### config.mk
export PLATFORM = sky130hd
export DESIGN_NAME = husky_top
export DESIGN_NICKNAME = d
export VERILOG_FILES = /design/src/husky_pkg.sv /design/src/reg_bus_if.sv /design/src/pin_ctrl_if.sv /design/src/usb_reg_bridge.sv /design/src/cw_ctrl_regs.sv /design/src/target_io_mux.sv /design/src/capture_fifo.sv /design/src/status_leds.sv /design/src/husky_top.sv
export SDC_FILE = /design/constraint.sdc
export NUM_CORES = 1
export LEC_CHECK = 0
export BUFFER_PORTS_ARGS = -buffer_cell sky130_fd_sc_hd__buf_4
export CAP_MARGIN = 5
export CORE_ASPECT_RATIO = 0.7
export CORE_MARGIN = 10
export CORE_UTILIZATION = 59
export CTS_CLUSTER_DIAMETER = 200
export DETAILED_ROUTE_END_ITERATION = 8
export GPL_TIMING_DRIVEN = 0
export PLACE_DENSITY = 0.88
export SLEW_MARGIN = 10
export SYNTH_ARGS = -nofsm -noshare
export SYNTH_HDL_FRONTEND = slang
export SYNTH_HIERARCHICAL = 1
export SYNTH_SLANG_ARGS = --single-unit
### constraint.sdc
create_clock -name clk_usb_buf -period 3.81 [get_ports clk_usb_buf]
set_input_delay 0.5715 -clock clk_usb_buf [delete_from_list [all_inputs] [get_ports clk_usb_buf]]
set_output_delay 0.5715 -clock clk_usb_buf [all_outputs]
set_load 0.01 [all_outputs]
### src/husky_pkg.sv
package husky_pkg;

   localparam int ADDR_WIDTH     = 8;
   localparam int DATA_WIDTH     = 8;
   localparam int USERIO_WIDTH   = 8;
   localparam int FIFO_DEPTH     = 16;
   localparam int FIFO_PTR_WIDTH = $clog2(FIFO_DEPTH) + 1;  // extra bit tells full from empty
   localparam int FLASH_BIT      = 5;   // toggles every 32 clocks, 64 clock period

   // control register map
   localparam logic [ADDR_WIDTH-1:0] ADDR_TARGET_CTRL   = 8'h10;
   localparam logic [ADDR_WIDTH-1:0] ADDR_PIN_OE        = 8'h11;
   localparam logic [ADDR_WIDTH-1:0] ADDR_PIN_VAL       = 8'h12;
   localparam logic [ADDR_WIDTH-1:0] ADDR_USERIO_DRIVEN = 8'h13;
   localparam logic [ADDR_WIDTH-1:0] ADDR_USERIO_DATA   = 8'h14;

   // capture fifo
   localparam logic [ADDR_WIDTH-1:0] ADDR_FIFO_STATUS   = 8'h20;
   localparam logic [ADDR_WIDTH-1:0] ADDR_FIFO_DATA     = 8'h21;  // read pops one byte

   // bits of ADDR_TARGET_CTRL
   localparam int TC_POWER     = 0;
   localparam int TC_AVRPROG   = 1;
   localparam int TC_DEBUG     = 2;
   localparam int TC_DEBUG_SWD = 3;

   // bits of ADDR_PIN_OE and ADDR_PIN_VAL
   localparam int PIN_NRST = 0;
   localparam int PIN_PDID = 1;
   localparam int PIN_PDIC = 2;

   // fifo status byte
   localparam int ST_EMPTY   = 0;
   localparam int ST_FULL    = 1;
   localparam int ST_BLOCKED = 2;
   localparam int ST_ERROR   = 3;  // write 1 to clear error and block

endpackage

### src/reg_bus_if.sv
`timescale 1ns/1ps

interface reg_bus_if import husky_pkg::*; ();

   logic [ADDR_WIDTH-1:0] address;
   logic [DATA_WIDTH-1:0] write_data;
   logic                  write;       // one-cycle pulse
   logic                  read;        // one-cycle pulse
   logic [DATA_WIDTH-1:0] rdata_regs;  // zero unless address is a control register
   logic [DATA_WIDTH-1:0] rdata_fifo;  // zero unless address is a fifo register

   modport master (
      output address, write_data, write, read,
      input  rdata_regs, rdata_fifo
   );

   modport regs (
      input  address, write_data, write,
      output rdata_regs
   );

   modport fifo (
      input  address, write_data, write, read,
      output rdata_fifo
   );

endinterface

### src/pin_ctrl_if.sv
`timescale 1ns/1ps

interface pin_ctrl_if import husky_pkg::*; ();

   logic target_power;
   logic avrprog;
   logic debug_en;
   logic debug_swd;

   // static drive settings for the programming lines
   logic oe_nrst;
   logic val_nrst;
   logic oe_pdid;
   logic val_pdid;
   logic oe_pdic;
   logic val_pdic;

   logic [USERIO_WIDTH-1:0] userio_driven;
   logic [USERIO_WIDTH-1:0] userio_data;

   modport source (
      output target_power, avrprog, debug_en, debug_swd,
      output oe_nrst, val_nrst, oe_pdid, val_pdid, oe_pdic, val_pdic,
      output userio_driven, userio_data
   );

   modport sink (
      input  target_power, avrprog, debug_en, debug_swd,
      input  oe_nrst, val_nrst, oe_pdid, val_pdid, oe_pdic, val_pdic,
      input  userio_driven, userio_data
   );

endinterface

### src/usb_reg_bridge.sv
`timescale 1ns/1ps

module usb_reg_bridge import husky_pkg::*; (
   input  logic                  clk_usb_buf,
   input  logic                  rst_n_i,
   input  logic [ADDR_WIDTH-1:0] usb_addr_i,
   input  logic [DATA_WIDTH-1:0] usb_data_i,
   input  logic                  usb_rdn_i,
   input  logic                  usb_wrn_i,
   input  logic                  usb_cen_i,
   input  logic                  usb_alen_i,
   output logic [DATA_WIDTH-1:0] usb_data_o,
   output logic                  usb_data_oe_o,
   reg_bus_if.master             bus
);

   logic                  wr_strobe;
   logic                  rd_strobe;
   logic                  rd_strobe_q;
   logic                  rd_start;
   logic                  write_q;
   logic                  read_q;
   logic [ADDR_WIDTH-1:0] addr_q;
   logic [DATA_WIDTH-1:0] wdata_q;
   logic [DATA_WIDTH-1:0] rdata_or_q;

   assign wr_strobe = ~usb_cen_i & ~usb_wrn_i;
   assign rd_strobe = ~usb_cen_i & ~usb_rdn_i;
   assign rd_start  = rd_strobe & ~rd_strobe_q;  // only the first low cycle counts

   assign usb_data_oe_o = rd_strobe;

   always_ff @(posedge clk_usb_buf or negedge rst_n_i) begin
      if (!rst_n_i) begin
         addr_q      <= '0;
         write_q     <= 1'b0;
         read_q      <= 1'b0;
         rd_strobe_q <= 1'b0;
      end else begin
         if (!usb_alen_i) begin
            addr_q <= usb_addr_i;  // transparent while alen is low
         end
         write_q     <= wr_strobe;
         read_q      <= rd_start;
         rd_strobe_q <= rd_strobe;
      end
   end

   // slaves return zero off their own addresses, so a plain OR is enough
   always_ff @(posedge clk_usb_buf) begin
      if (wr_strobe) begin
         wdata_q <= usb_data_i;
      end
      rdata_or_q <= bus.rdata_regs | bus.rdata_fifo;
      if (read_q) begin
         // fifo head bypasses the OR register, it moves on this very edge
         usb_data_o <= (addr_q == ADDR_FIFO_DATA) ? bus.rdata_fifo : rdata_or_q;
      end
   end

   assign bus.address    = addr_q;
   assign bus.write_data = wdata_q;
   assign bus.write      = write_q;
   assign bus.read       = read_q;

endmodule

### src/cw_ctrl_regs.sv
`timescale 1ns/1ps

module cw_ctrl_regs import husky_pkg::*; (
   input  logic       clk_usb_buf,
   input  logic       rst_n_i,
   reg_bus_if.regs    bus,
   pin_ctrl_if.source pins
);

   logic [DATA_WIDTH-1:0]   target_ctrl_q;
   logic [DATA_WIDTH-1:0]   pin_oe_q;
   logic [DATA_WIDTH-1:0]   pin_val_q;
   logic [USERIO_WIDTH-1:0] userio_driven_q;
   logic [USERIO_WIDTH-1:0] userio_data_q;

   always_ff @(posedge clk_usb_buf or negedge rst_n_i) begin
      if (!rst_n_i) begin
         target_ctrl_q   <= '0;  // target power off
         pin_oe_q        <= '0;
         pin_val_q       <= '0;
         userio_driven_q <= '0;
         userio_data_q   <= '0;
      end else if (bus.write) begin
         case (bus.address)
            ADDR_TARGET_CTRL:   target_ctrl_q   <= bus.write_data;
            ADDR_PIN_OE:        pin_oe_q        <= bus.write_data;
            ADDR_PIN_VAL:       pin_val_q       <= bus.write_data;
            ADDR_USERIO_DRIVEN: userio_driven_q <= bus.write_data[USERIO_WIDTH-1:0];
            ADDR_USERIO_DATA:   userio_data_q   <= bus.write_data[USERIO_WIDTH-1:0];
            default: ;
         endcase
      end
   end

   // readback, all eight bits of each register
   always_comb begin
      case (bus.address)
         ADDR_TARGET_CTRL:   bus.rdata_regs = target_ctrl_q;
         ADDR_PIN_OE:        bus.rdata_regs = pin_oe_q;
         ADDR_PIN_VAL:       bus.rdata_regs = pin_val_q;
         ADDR_USERIO_DRIVEN: bus.rdata_regs = userio_driven_q;
         ADDR_USERIO_DATA:   bus.rdata_regs = userio_data_q;
         default:            bus.rdata_regs = '0;
      endcase
   end

   assign pins.target_power  = target_ctrl_q[TC_POWER];
   assign pins.avrprog       = target_ctrl_q[TC_AVRPROG];
   assign pins.debug_en      = target_ctrl_q[TC_DEBUG];
   assign pins.debug_swd     = target_ctrl_q[TC_DEBUG_SWD];

   assign pins.oe_nrst       = pin_oe_q[PIN_NRST];
   assign pins.val_nrst      = pin_val_q[PIN_NRST];
   assign pins.oe_pdid       = pin_oe_q[PIN_PDID];
   assign pins.val_pdid      = pin_val_q[PIN_PDID];
   assign pins.oe_pdic       = pin_oe_q[PIN_PDIC];
   assign pins.val_pdic      = pin_val_q[PIN_PDIC];

   assign pins.userio_driven = userio_driven_q;
   assign pins.userio_data   = userio_data_q;

endmodule

### src/target_io_mux.sv
`timescale 1ns/1ps

module target_io_mux import husky_pkg::*; (
   pin_ctrl_if.sink                 pins,
   input  logic                     usb_spare0_i,
   input  logic                     sam_mosi_i,
   input  logic                     sam_spck_i,
   input  logic                     target_mosi_i,
   input  logic                     target_sck_i,
   input  logic                     target_pdid_i,
   input  logic                     target_pdic_i,
   input  logic                     target_miso_i,
   input  logic [USERIO_WIDTH-1:0]  userio_d_i,
   input  logic                     userio_clk_i,
   output logic                     target_nrst_o,
   output logic                     target_nrst_oe_o,
   output logic                     target_pdid_o,
   output logic                     target_pdid_oe_o,
   output logic                     target_pdic_o,
   output logic                     target_pdic_oe_o,
   output logic                     target_mosi_o,
   output logic                     target_mosi_oe_o,
   output logic                     target_sck_o,
   output logic                     target_sck_oe_o,
   output logic                     sam_miso_o,
   output logic                     sam_miso_oe_o,
   output logic [USERIO_WIDTH-1:0]  userio_d_o,
   output logic [USERIO_WIDTH-1:0]  userio_d_oe_o,
   output logic                     userio_clk_o,
   output logic                     userio_clk_oe_o
);

   logic swd_host;

   // swdio is passed from the header only while swclk is low
   assign swd_host = pins.debug_en & pins.debug_swd & ~userio_clk_i;

   assign target_pdid_o    = swd_host ? userio_d_i[6] : pins.val_pdid;
   assign target_pdid_oe_o = pins.target_power & (swd_host | pins.oe_pdid);

   assign target_pdic_o    = pins.val_pdic;
   assign target_pdic_oe_o = pins.target_power & pins.oe_pdic;

   assign target_nrst_o    = pins.avrprog ? usb_spare0_i : pins.val_nrst;  // sam drives reset
   assign target_nrst_oe_o = pins.target_power & (pins.avrprog | pins.oe_nrst);

   // spi lines only while programming
   assign target_mosi_o    = sam_mosi_i;
   assign target_mosi_oe_o = pins.target_power & pins.avrprog;
   assign target_sck_o     = sam_spck_i;
   assign target_sck_oe_o  = pins.target_power & pins.avrprog;

   assign sam_miso_o    = pins.debug_en ? userio_d_i[3] : target_miso_i;  // tdo in debug
   assign sam_miso_oe_o = pins.debug_en | pins.avrprog;

   // debug mode: tdi, tms/swdio and tck/swclk out on lines 7..5
   assign userio_d_o = pins.debug_en ?
                       {target_mosi_i, target_pdid_i, target_sck_i, {(USERIO_WIDTH-3){1'b0}}} :
                       pins.userio_data;
   assign userio_d_oe_o   = pins.userio_driven;

   assign userio_clk_o    = target_pdic_i;
   assign userio_clk_oe_o = pins.debug_en;

endmodule

### src/capture_fifo.sv
`timescale 1ns/1ps

module capture_fifo import husky_pkg::*; (
   input  logic                  clk_usb_buf,
   input  logic                  rst_n_i,
   input  logic                  trace_capture_on_i,
   input  logic                  trace_wr_i,
   input  logic [DATA_WIDTH-1:0] trace_data_i,
   input  logic                  trace_flush_i,
   input  logic                  la_wr_i,
   input  logic [DATA_WIDTH-1:0] la_data_i,
   input  logic                  la_flush_i,
   reg_bus_if.fifo               bus,
   output logic                  error_o
);

   logic [DATA_WIDTH-1:0]     mem [FIFO_DEPTH];
   logic [FIFO_PTR_WIDTH-1:0] wr_ptr_q;
   logic [FIFO_PTR_WIDTH-1:0] rd_ptr_q;
   logic [FIFO_PTR_WIDTH-1:0] fill;
   logic [DATA_WIDTH-1:0]     wr_data;
   logic [DATA_WIDTH-1:0]     status;
   logic                      wr_en;
   logic                      push;
   logic                      pop;
   logic                      flush;
   logic                      clear_err;
   logic                      full_now;
   logic                      empty_now;
   logic                      empty_q;
   logic                      full_q;
   logic                      blocked_q;
   logic                      error_q;

   // trace owns the fifo while its capture is on, else the logic analyzer
   assign wr_en   = trace_capture_on_i ? trace_wr_i : la_wr_i;
   assign wr_data = trace_capture_on_i ? trace_data_i : la_data_i;
   assign flush   = trace_flush_i | la_flush_i;

   assign fill      = wr_ptr_q - rd_ptr_q;
   assign full_now  = (fill == FIFO_PTR_WIDTH'(FIFO_DEPTH));
   assign empty_now = (fill == '0);

   assign push      = wr_en & ~full_now & ~blocked_q;
   assign pop       = bus.read & (bus.address == ADDR_FIFO_DATA) & ~empty_now;
   assign clear_err = bus.write & (bus.address == ADDR_FIFO_STATUS) & bus.write_data[ST_ERROR];

   always_ff @(posedge clk_usb_buf or negedge rst_n_i) begin
      if (!rst_n_i) begin
         wr_ptr_q  <= '0;
         rd_ptr_q  <= '0;
         empty_q   <= 1'b1;
         full_q    <= 1'b0;
         blocked_q <= 1'b0;
         error_q   <= 1'b0;
      end else begin
         if (flush) begin
            wr_ptr_q <= '0;
            rd_ptr_q <= '0;
         end else begin
            if (push) wr_ptr_q <= wr_ptr_q + 1'b1;
            if (pop)  rd_ptr_q <= rd_ptr_q + 1'b1;
         end
         if (clear_err) begin
            blocked_q <= 1'b0;
            error_q   <= 1'b0;
         end else if (wr_en && !push) begin
            blocked_q <= 1'b1;  // a write was lost, hold off until cleared
            error_q   <= 1'b1;
         end
         empty_q <= empty_now;  // flags lag the pointers by one cycle
         full_q  <= full_now;
      end
   end

   always_ff @(posedge clk_usb_buf) begin
      if (push) begin
         mem[wr_ptr_q[FIFO_PTR_WIDTH-2:0]] <= wr_data;
      end
   end

   always_comb begin
      status             = '0;
      status[ST_EMPTY]   = empty_q;
      status[ST_FULL]    = full_q;
      status[ST_BLOCKED] = blocked_q;
      status[ST_ERROR]   = error_q;
      case (bus.address)
         ADDR_FIFO_STATUS: bus.rdata_fifo = status;
         ADDR_FIFO_DATA:   bus.rdata_fifo = mem[rd_ptr_q[FIFO_PTR_WIDTH-2:0]];  // head
         default:          bus.rdata_fifo = '0;
      endcase
   end

   assign error_o = error_q;

endmodule

### src/status_leds.sv
`timescale 1ns/1ps

module status_leds import husky_pkg::*; (
   input  logic clk_usb_buf,
   input  logic rst_n_i,
   input  logic fifo_error_i,
   input  logic monitor_error_i,
   input  logic pll_status_i,
   output logic led_adc_o,
   output logic led_fault_o
);

   logic [FLASH_BIT:0] flash_cnt_q;
   logic               flash;
   logic               any_error;

   always_ff @(posedge clk_usb_buf or negedge rst_n_i) begin
      if (!rst_n_i) begin
         flash_cnt_q <= '0;
      end else begin
         flash_cnt_q <= flash_cnt_q + 1'b1;  // free running
      end
   end

   assign flash     = flash_cnt_q[FLASH_BIT];
   assign any_error = fifo_error_i | monitor_error_i;

   // both leds flash together on any error
   assign led_adc_o   = any_error ? flash : ~pll_status_i;  // lit while pll unlocked
   assign led_fault_o = any_error & flash;

endmodule

### src/husky_top.sv
`timescale 1ns/1ps

module husky_top import husky_pkg::*; (
   input  logic                    clk_usb_buf,
   input  logic                    rst_n_i,

   // parallel usb register bus
   input  logic [ADDR_WIDTH-1:0]   usb_addr_i,
   input  logic [DATA_WIDTH-1:0]   usb_data_i,
   input  logic                    usb_rdn_i,
   input  logic                    usb_wrn_i,
   input  logic                    usb_cen_i,
   input  logic                    usb_alen_i,
   output logic [DATA_WIDTH-1:0]   usb_data_o,
   output logic                    usb_data_oe_o,
   input  logic                    usb_spare0_i,

   // capture sources
   input  logic                    trace_capture_on_i,
   input  logic                    trace_wr_i,
   input  logic [DATA_WIDTH-1:0]   trace_data_i,
   input  logic                    trace_flush_i,
   input  logic                    la_wr_i,
   input  logic [DATA_WIDTH-1:0]   la_data_i,
   input  logic                    la_flush_i,

   // sam and target lines
   input  logic                    sam_mosi_i,
   input  logic                    sam_spck_i,
   output logic                    sam_miso_o,
   output logic                    sam_miso_oe_o,
   input  logic                    target_mosi_i,
   input  logic                    target_sck_i,
   input  logic                    target_pdid_i,
   input  logic                    target_pdic_i,
   input  logic                    target_miso_i,
   output logic                    target_nrst_o,
   output logic                    target_nrst_oe_o,
   output logic                    target_pdid_o,
   output logic                    target_pdid_oe_o,
   output logic                    target_pdic_o,
   output logic                    target_pdic_oe_o,
   output logic                    target_mosi_o,
   output logic                    target_mosi_oe_o,
   output logic                    target_sck_o,
   output logic                    target_sck_oe_o,

   // user-io header
   input  logic [USERIO_WIDTH-1:0] userio_d_i,
   input  logic                    userio_clk_i,
   output logic [USERIO_WIDTH-1:0] userio_d_o,
   output logic [USERIO_WIDTH-1:0] userio_d_oe_o,
   output logic                    userio_clk_o,
   output logic                    userio_clk_oe_o,

   input  logic                    monitor_error_i,
   input  logic                    pll_status_i,
   output logic                    led_adc_o,
   output logic                    led_fault_o
);

   logic fifo_error;

   reg_bus_if  bus ();
   pin_ctrl_if pins ();

   usb_reg_bridge u_usb_reg_bridge (
      .clk_usb_buf   (clk_usb_buf),
      .rst_n_i       (rst_n_i),
      .usb_addr_i    (usb_addr_i),
      .usb_data_i    (usb_data_i),
      .usb_rdn_i     (usb_rdn_i),
      .usb_wrn_i     (usb_wrn_i),
      .usb_cen_i     (usb_cen_i),
      .usb_alen_i    (usb_alen_i),
      .usb_data_o    (usb_data_o),
      .usb_data_oe_o (usb_data_oe_o),
      .bus           (bus)
   );

   cw_ctrl_regs u_cw_ctrl_regs (
      .clk_usb_buf (clk_usb_buf),
      .rst_n_i     (rst_n_i),
      .bus         (bus),
      .pins        (pins)
   );

   target_io_mux u_target_io_mux (
      .pins             (pins),
      .usb_spare0_i     (usb_spare0_i),
      .sam_mosi_i       (sam_mosi_i),
      .sam_spck_i       (sam_spck_i),
      .target_mosi_i    (target_mosi_i),
      .target_sck_i     (target_sck_i),
      .target_pdid_i    (target_pdid_i),
      .target_pdic_i    (target_pdic_i),
      .target_miso_i    (target_miso_i),
      .userio_d_i       (userio_d_i),
      .userio_clk_i     (userio_clk_i),
      .target_nrst_o    (target_nrst_o),
      .target_nrst_oe_o (target_nrst_oe_o),
      .target_pdid_o    (target_pdid_o),
      .target_pdid_oe_o (target_pdid_oe_o),
      .target_pdic_o    (target_pdic_o),
      .target_pdic_oe_o (target_pdic_oe_o),
      .target_mosi_o    (target_mosi_o),
      .target_mosi_oe_o (target_mosi_oe_o),
      .target_sck_o     (target_sck_o),
      .target_sck_oe_o  (target_sck_oe_o),
      .sam_miso_o       (sam_miso_o),
      .sam_miso_oe_o    (sam_miso_oe_o),
      .userio_d_o       (userio_d_o),
      .userio_d_oe_o    (userio_d_oe_o),
      .userio_clk_o     (userio_clk_o),
      .userio_clk_oe_o  (userio_clk_oe_o)
   );

   capture_fifo u_capture_fifo (
      .clk_usb_buf        (clk_usb_buf),
      .rst_n_i            (rst_n_i),
      .trace_capture_on_i (trace_capture_on_i),
      .trace_wr_i         (trace_wr_i),
      .trace_data_i       (trace_data_i),
      .trace_flush_i      (trace_flush_i),
      .la_wr_i            (la_wr_i),
      .la_data_i          (la_data_i),
      .la_flush_i         (la_flush_i),
      .bus                (bus),
      .error_o            (fifo_error)
   );

   status_leds u_status_leds (
      .clk_usb_buf     (clk_usb_buf),
      .rst_n_i         (rst_n_i),
      .fifo_error_i    (fifo_error),
      .monitor_error_i (monitor_error_i),
      .pll_status_i    (pll_status_i),
      .led_adc_o       (led_adc_o),
      .led_fault_o     (led_fault_o)
   );

endmodule

==> implementation parameters, run 1 <==
Parameter                              Value

Clock network
  Number of H-tree levels ... 1
  Insertion delay of the later-clocked pin in the worst-skew pair ... a little over 0.5 ns
  Sink Count ... 222
  CTS tree ... done
  # Post-CTS Setup Buffers ... 0
  Clk pin slew, worst setup/hold paths ... roughly 0.060 ns
  Maximum count of clock buffers along a single path ... 3
  Quantity of hold-fixing buffers added after cts ... 0
  Number of buffers added by the clock tree synthesis step ... 21
  Root Buffer Master ... clkbuf_16

Critical path
  Worst reg2reg setup slack ... roughly 0.16 ns
  CP Max Fanout ... 10
  Cell family with the largest share of critical-path delay ... simple AND/OR/NAND/NOR gates
  Critical-path cell list ... clkbuf_2 -> inv_1 -> ha_1 -> nor2b_4 -> o211a_1 -> or3_4 -> nand4bb_4 -> inv_4 -> nor2_1 -> clkbuf_2 -> and3_2
  Startpoint-to-endpoint class of the critical path ... reg2reg
  Critical Path Max Stage Delay ... 0.52 ns
  Critical path data arrival time ... roughly 3.8 ns
  Critical-path top delay cell ... dfrtp_2
  Required time of the critical path ... roughly 4 ns
  Buf+Inv Stages, Crit Path ... 4
  Cell repeated most along the worst path ... clkbuf_2
  Launch point of the critical path ... u_capture_fifo/rd_ptr_q[1]
  Crit path capture ... u_capture_fifo/mem[3][2]
  Crit path depth ... 11
  Worst reg2reg endpoint ... u_capture_fifo/mem[3][2]
  Worst-case reg-to-reg path depth ... 11
  Category of the worst setup path launch point ... flop
  Reg2reg start ... u_capture_fifo/rd_ptr_q[1]
  Critical path capture point type ... flop

Drt
  Total via count in the routed design ... about 5,700
  Detailed-route wire length ... around 23,000 um
  Vias per cell ... 6.13
  Drt pass-1 iters ... 5
  Residual DRC ... 0
  Average wire per standard cell ... approximately 24 um
  Post-route antenna net violation count ... 0
  Number of design-rule violations left by the first detailed-router iteration ... 608

Timing
  Aggregate negative setup slack ... 0 ns
  Total count of max-transition violations in the final report ... 0
  Crit path time final ... 3.65 ns
  Final setup violation count ... 0
  Hold Fails Final Rpt ... 0
  Final Skew ... 0.0185 ns
  Relative slew slack ... a little over a third
  Hold Slack ... between 0.15 and 0.2 ns
  Slew @ Worst Pin ... 0.947 ns
  Highest Clock Rate ... about 270 MHz
  Post-route fraction of the period consumed by the critical path ... 95.8%

Layout
  Total inserted antenna cells ... 0
  Final core occ ... ~70%
  Filler cells ... 1,011
  Multi-input logic area ... ~0.0032 mm^2
  Share of final-layout standard cells stronger than drive strength 1 ... 42.6%
  Area occupied by registers ... slightly above 0.006 mm^2
  Final net count ... ~760
  Area added between synthesis and finish ... 16.8%

Synth
  Top-area cell type share of the netlist area ... approximately 44%
  Count leader, synth ... edfxtp_1
  Yosys warns ... 6
  Post-synthesis cell area ... 0.00972 mm^2
  Count of flip-flops with a built-in enable after synthesis ... ~140
  Mapped Avg Cell Area ... between 15 and 20 um^2
  Post-synthesis instance total ... between 500 and 600
  Number of nets produced by synthesis ... between 600 and 700
  Post-synthesis sequential area ratio ... around 64%
  Fraction of registers with async set/reset ... between 30% and 40%
  Largest cells by area after synthesis ... edfxtp_1 (44%), dfrtp_1 (18%), mux4_2 (9.3%), mux2_2 (7.4%), mux2_4 (2.0%)
  Most used standard cells in the synthesized netlist ... edfxtp_1 (144), dfrtp_1 (69), mux2_2 (64)
  Post-synthesis sequential element count ... between 200 and 250
  Distinct cells, synth ... 65
  Post-synthesis cell type with the largest combined area ... edfxtp_1
  Commonest register cell after synthesis ... edfxtp_1

Min path
  Worst hold path type ... in2async

Place
  Last weighted congestion value of the routability-driven placer ... between 0.8 and 0.9
  Number of buffer cells added on primary ports ... 91
  DP HPWL ... ~16,000 um

Die
  Cell Rows ... 39
  Overall die height ... between 100 and 150 um
  I/O pin total ... about 100
  Core Box Area ... ~0.016 mm^2
  Width of the chip ... about 170 um
  Total die area ... roughly 0.022 mm^2
  Initial core utilization ... roughly 60%

Outcome
  Result of the run ... complete, no violations

GRT
  Aggregate global routing overflow ... 0
  Maximum number of pins on one net before global-route repair ... 71
  Number of global-route vias before repair ... ~6,000
  First-pass GRT wire length ... 34,700 um
  Overall routing resource usage ... around 20%
  Number of antenna violations at the first check in global routing ... 0

Job
  Max Cap Violations ... 0

Power and ir drop
  VDD IR-drop max ... 336 uV
  Static Leakage ... ~4.5 nW
  Power density of the placed cells ... 449 mW/mm^2
==> sequential cells by signal, summed over array words and instances (netlist names) <==
register                           flops
u_capture_fifo/empty_q                 1
u_usb_reg_bridge/bus.write             1
u_cw_ctrl_regs/pins.userio_data        8
u_usb_reg_bridge/usb_data_o            8
u_capture_fifo/rd_ptr_q                5
u_capture_fifo/mem                   128
u_cw_ctrl_regs/target_ctrl_q           8
u_usb_reg_bridge/rdata_or_q            8
u_usb_reg_bridge/bus.read              1
u_capture_fifo/error_o                 1
u_usb_reg_bridge/rd_strobe_q           1
u_cw_ctrl_regs/pin_oe_q                8
u_cw_ctrl_regs/pins.userio_driven      8
u_capture_fifo/full_q                  1
u_status_leds/flash_cnt_q              6
u_cw_ctrl_regs/pin_val_q               8
u_usb_reg_bridge/bus.write_data        8
u_usb_reg_bridge/bus.address           8
u_capture_fifo/wr_ptr_q                5
==> how the worst min path moves through the flow <==
stage / start / end / slack, ns
finish: rst_n_i / u_cw_ctrl_regs/pin_val_q[2] / 0.17
global route: usb_rdn_i / u_usb_reg_bridge/bus.read / 0.23
CTS: rst_n_i / u_cw_ctrl_regs/target_ctrl_q[3] / 0.21
detailed placement: u_usb_reg_bridge/rd_strobe_q / u_usb_reg_bridge/bus.read / 0.40
global placement: u_usb_reg_bridge/rd_strobe_q / u_usb_reg_bridge/bus.read / 0.40
floorplan: rst_n_i / u_capture_fifo/error_o / 0.28
==> per-stage QoR <==
step	setup WS (ns)	area [um^2]	power, mW	std cells
floorplan	0.627	9720	2.94	578
global placement	-0.198	10700	3.09	894
detailed placement	-0.322	10700	3.12	894
CTS	0.00838	11300	5.12	930
global route	-0.00985	11400	5.25	930
finish	0.161	11400	5.10	930
==> per-layer routing <==
layer	vias to the layer above	global-route usage, %	part of all wire [%]
met3	52	5.36	9.9
met4	0	6.42	3.0
li1	2466	-	-
met5	-	0	0
met1	2878	27.2	41
met2	309	31.1	46
==> layout by cell type, fill, tap and decap left out, types with 10 or more instances in the layout <==
cell type and instances:
clkbuf_16 21, nor2_1 11, edfxtp_1 144, and3_1 10, mux2_2 64, dfrtp_1 68, mux2_4 13, and3_2 10
a21oi_1 11, ha_1 10, buf_4 110, clkbuf_1 11, nand3_1 15, mux4_2 40, nor2b_1 10, inv_1 19
==> power breakdown <==
group	switching, mW	internal [mW]	leakage (nW)
clock	0.862	1.16	0.324
combinational	0.192	0.168	1.90
sequential	0.0685	2.65	2.30
==> kinds of logic (layout without fill, tap and decap cells) <==
group	Yosys count	in the layout	synth area share, %
flip-flops	222	222	64.1
AO/OA/AOI/OAI	52	52	3.83
multiplexers	119	119	18.9
AND/OR/NAND/NOR	113	113	8.09
XOR/XNOR	7	7	0.708
buffers and inverters	55	182	3.04
adder cells (fa/ha/maj)	10	10	1.29
==> worst reg2reg max path: stages (launching register included) <==
cell and delay [ns]:
dfrtp_2 0.52, clkbuf_2 0.35, inv_1 0.10, ha_1 0.31
nor2b_4 0.15, o211a_1 0.22, or3_4 0.34, nand4bb_4 0.16
inv_4 0.09, nor2_1 0.39, clkbuf_2 0.27, and3_2 0.41
==> cell type report <==
type / count / area share, %
multi-input combinational: 301 / 28.2
tap: 225 / 2.48
clock buffer: 28 / 4.86
buffer: 32 / 1.83
timing repair buffer: 91 / 6.02
sequential: 222 / 54.9
inverter: 21 / 0.716
clock inverter: 10 / 0.937
==> timing repair <==
action,in CTS,in global routing
resized for setup,3,9
cloned,0,0
setup endpoints to repair,120,120
Power figures use the tool's default switching activity.
==> run 2, diff against run 1 <==
Settings changed: CORE_UTILIZATION 59 to 53, PLACE_DENSITY 0.88 to 0.72.
Clock period 3.81 ns to 3 ns, I/O delays scaled along.
==> run 2 against run 1 <==
Die area grew 9.7%; flip-flop and latch count is the same; critical path depth grew 1; via count shrank 0.53%; design area grew 2.2%; total power grew 30%; count of clock-buffer cells in the layout shrank 2; clock skew shrank 0.0048 ns; highest routed layer unchanged.
==> implementation parameters, run 2 (synthesis results as in run 1) <==
Parameter                              Value

Drt
  Number of design-rule violations left by the first detailed-router iteration ... ~620
  Total via count in the routed design ... roughly 5,700
  Drt pass-1 iters ... 5
  Vias per cell ... 5.98
  Residual DRC ... 0
  Average wire per standard cell ... about 24 um
  Post-route antenna net violation count ... 0
  Detailed-route wire length ... ~22,000 um

Clock network
  Clk pin slew, worst setup/hold paths ... ~0.060 ns
  Number of H-tree levels ... 1
  Sink Count ... 222
  CTS tree ... done
  Root Buffer Master ... clkbuf_16
  Number of buffers added by the clock tree synthesis step ... 21
  Insertion delay of the later-clocked pin in the worst-skew pair ... about 0.5 ns
  Maximum count of clock buffers along a single path ... 3

Die
  I/O pin total ... just over 100
  Overall die height ... 133 um
  Total die area ... between 0.02 and 0.025 mm^2
  Initial core utilization ... between 50% and 60%
  Width of the chip ... about 180 um
  Core Box Area ... 0.0180 mm^2
  Cell Rows ... around 40

Timing
  Hold Fails Final Rpt ... 0
  Final setup violation count ... 0
  Crit path time final ... ~2.9 ns
  Post-route fraction of the period consumed by the critical path ... approximately 100%
  Slew @ Worst Pin ... 1.09 ns
  Highest Clock Rate ... 341 MHz
  Relative slew slack ... 27.1%
  Final Skew ... approximately 0.014 ns
  RSZ-0062 raised after global routing ... no
  Total count of max-transition violations in the final report ... 0

Power and ir drop
  Total Power ... around 6.6 mW
  Power density of the placed cells ... 570 mW/mm^2
  Static Leakage ... about 4.6 nW
  VDD IR-drop max ... ~470 uV

Layout
  Filler cells ... approximately 1,300
  Final net count ... just under 800
  Total inserted antenna cells ... 0
  Area added between synthesis and finish ... 19.4%
  Flip-flop count of the largest register, all copies and words added ... ~130
  Share of final-layout standard cells stronger than drive strength 1 ... roughly 45%
  Final core occ ... 64.5%
  Most common cell after layout, fill and taps aside ... edfxtp_1
  Most used cells in the layout excluding fill and tap cells ... edfxtp_1 (144), buf_4 (116), dfrtp_1 (68), mux2_2 (64), mux4_2 (40)

Critical path
  Required time of the critical path ... about 3.2 ns
  Critical path capture point type ... flop
  Critical path data arrival time ... ~3.1 ns
  Category of the worst setup path launch point ... flop
  CP Max Fanout ... 10
  Startpoint-to-endpoint class of the critical path ... reg2reg

Min path
  Worst hold path type ... in2async

GRT
  Overall routing resource usage ... 18.1%
  Number of antenna violations at the first check in global routing ... 0
  Number of global-route vias before repair ... 5,875
  Maximum number of pins on one net before global-route repair ... a little over 70
  Aggregate global routing overflow ... 0
  First-pass GRT wire length ... around 34,000 um

Outcome
  Result of the run ... complete, no violations

Job
  Max Cap Violations ... 0

Place
  DP HPWL ... between 15,000 and 20,000 um
  Last weighted congestion value of the routability-driven placer ... 0.869
  Number of buffer cells added on primary ports ... 91
==> run 2: worst max-delay path: stages (launching register included) <==
cell and delay (ns):
dfrtp_1 0.40, buf_8 0.13, clkbuf_16 0.16, inv_2 0.07, ha_4 0.19, nor2b_4 0.13, o211a_1 0.22, or3_4 0.34
nand4bb_4 0.16, inv_6 0.07, nor2_4 0.24, clkbuf_16 0.19, and3_4 0.29
==> run 2: per-stage QoR <==
stage / setup WS (ns) / TNS [ns] / cells / area (um^2) / hold slack (ns)
floorplan: 0.101 / 0 / 578 / 9740 / 0.154
finish: 0.0648 / 0 / 949 / 11600 / 0.0844
detailed placement: -0.731 / -85.30 / 905 / 10700 / 0.415
global placement: -0.585 / -64.53 / 905 / 10700 / 0.407
global route: 0.00494 / 0 / 949 / 11600 / 0.117
CTS: 0.00849 / 0 / 943 / 11500 / 0.115
==> run 2: final cells by class <==
type                            instances  area (um^2)  share of cell area [%]
Clock inverter                         11          126                    1.09
Tap cell                              236          295                    2.54
Inverter                               21         86.3                   0.744
Multi-Input combinational cell        301         3270                    28.2
Timing Repair Buffer                   98          753                    6.49
Buffer                                 34          268                    2.31
Sequential cell                       222         6240                    53.7
Clock buffer                           26          566                    4.87
==> run 2: layer usage <==
metal | wire length, um | vias to the layer above | global-route usage [%]
li1 | - | 2482 | -
met1 | 10000 | 2889 | 25.5
met2 | 9950 | 255 | 27.4
met3 | 1960 | 49 | 4.90
met4 | 534 | 0 | 4.69
met5 | 0 | - | 0
==> run 2: worst paths after layout <==
check                                             start                                   end  slack, ns  depth (start not counted)
min in group clk_usb_buf                      usb_rdn_i          u_usb_reg_bridge/rd_strobe_q       0.13                          2
hold reg to reg            u_usb_reg_bridge/rd_strobe_q             u_usb_reg_bridge/bus.read       0.42                          1
setup reg to reg             u_capture_fifo/rd_ptr_q[1]              u_capture_fifo/mem[1][2]       0.06                         12
hold / removal                                  rst_n_i  u_cw_ctrl_regs/pins.userio_driven[1]       0.08                          1
max in group asynchronous                       rst_n_i            u_capture_fifo/rd_ptr_q[2]       2.26                          1
setup / recovery             u_capture_fifo/rd_ptr_q[1]              u_capture_fifo/mem[1][2]       0.06                         12
==> run 2: timing repair <==
item	in CTS	in global routing
hold buffers	0	0
pin swaps	2	1
setup endpoints to repair	131	130
cloned	0	1
gates resized for setup	26	13
setup buffers	1	5
==> run 2: power by group <==
group / switching (mW) / internal, mW / leakage [nW] / total (mW)
Combinational: 0.250 / 0.240 / 1.95 / 0.489
Clock: 1.08 / 1.59 / 0.342 / 2.67
Sequential: 0.0860 / 3.36 / 2.30 / 3.45
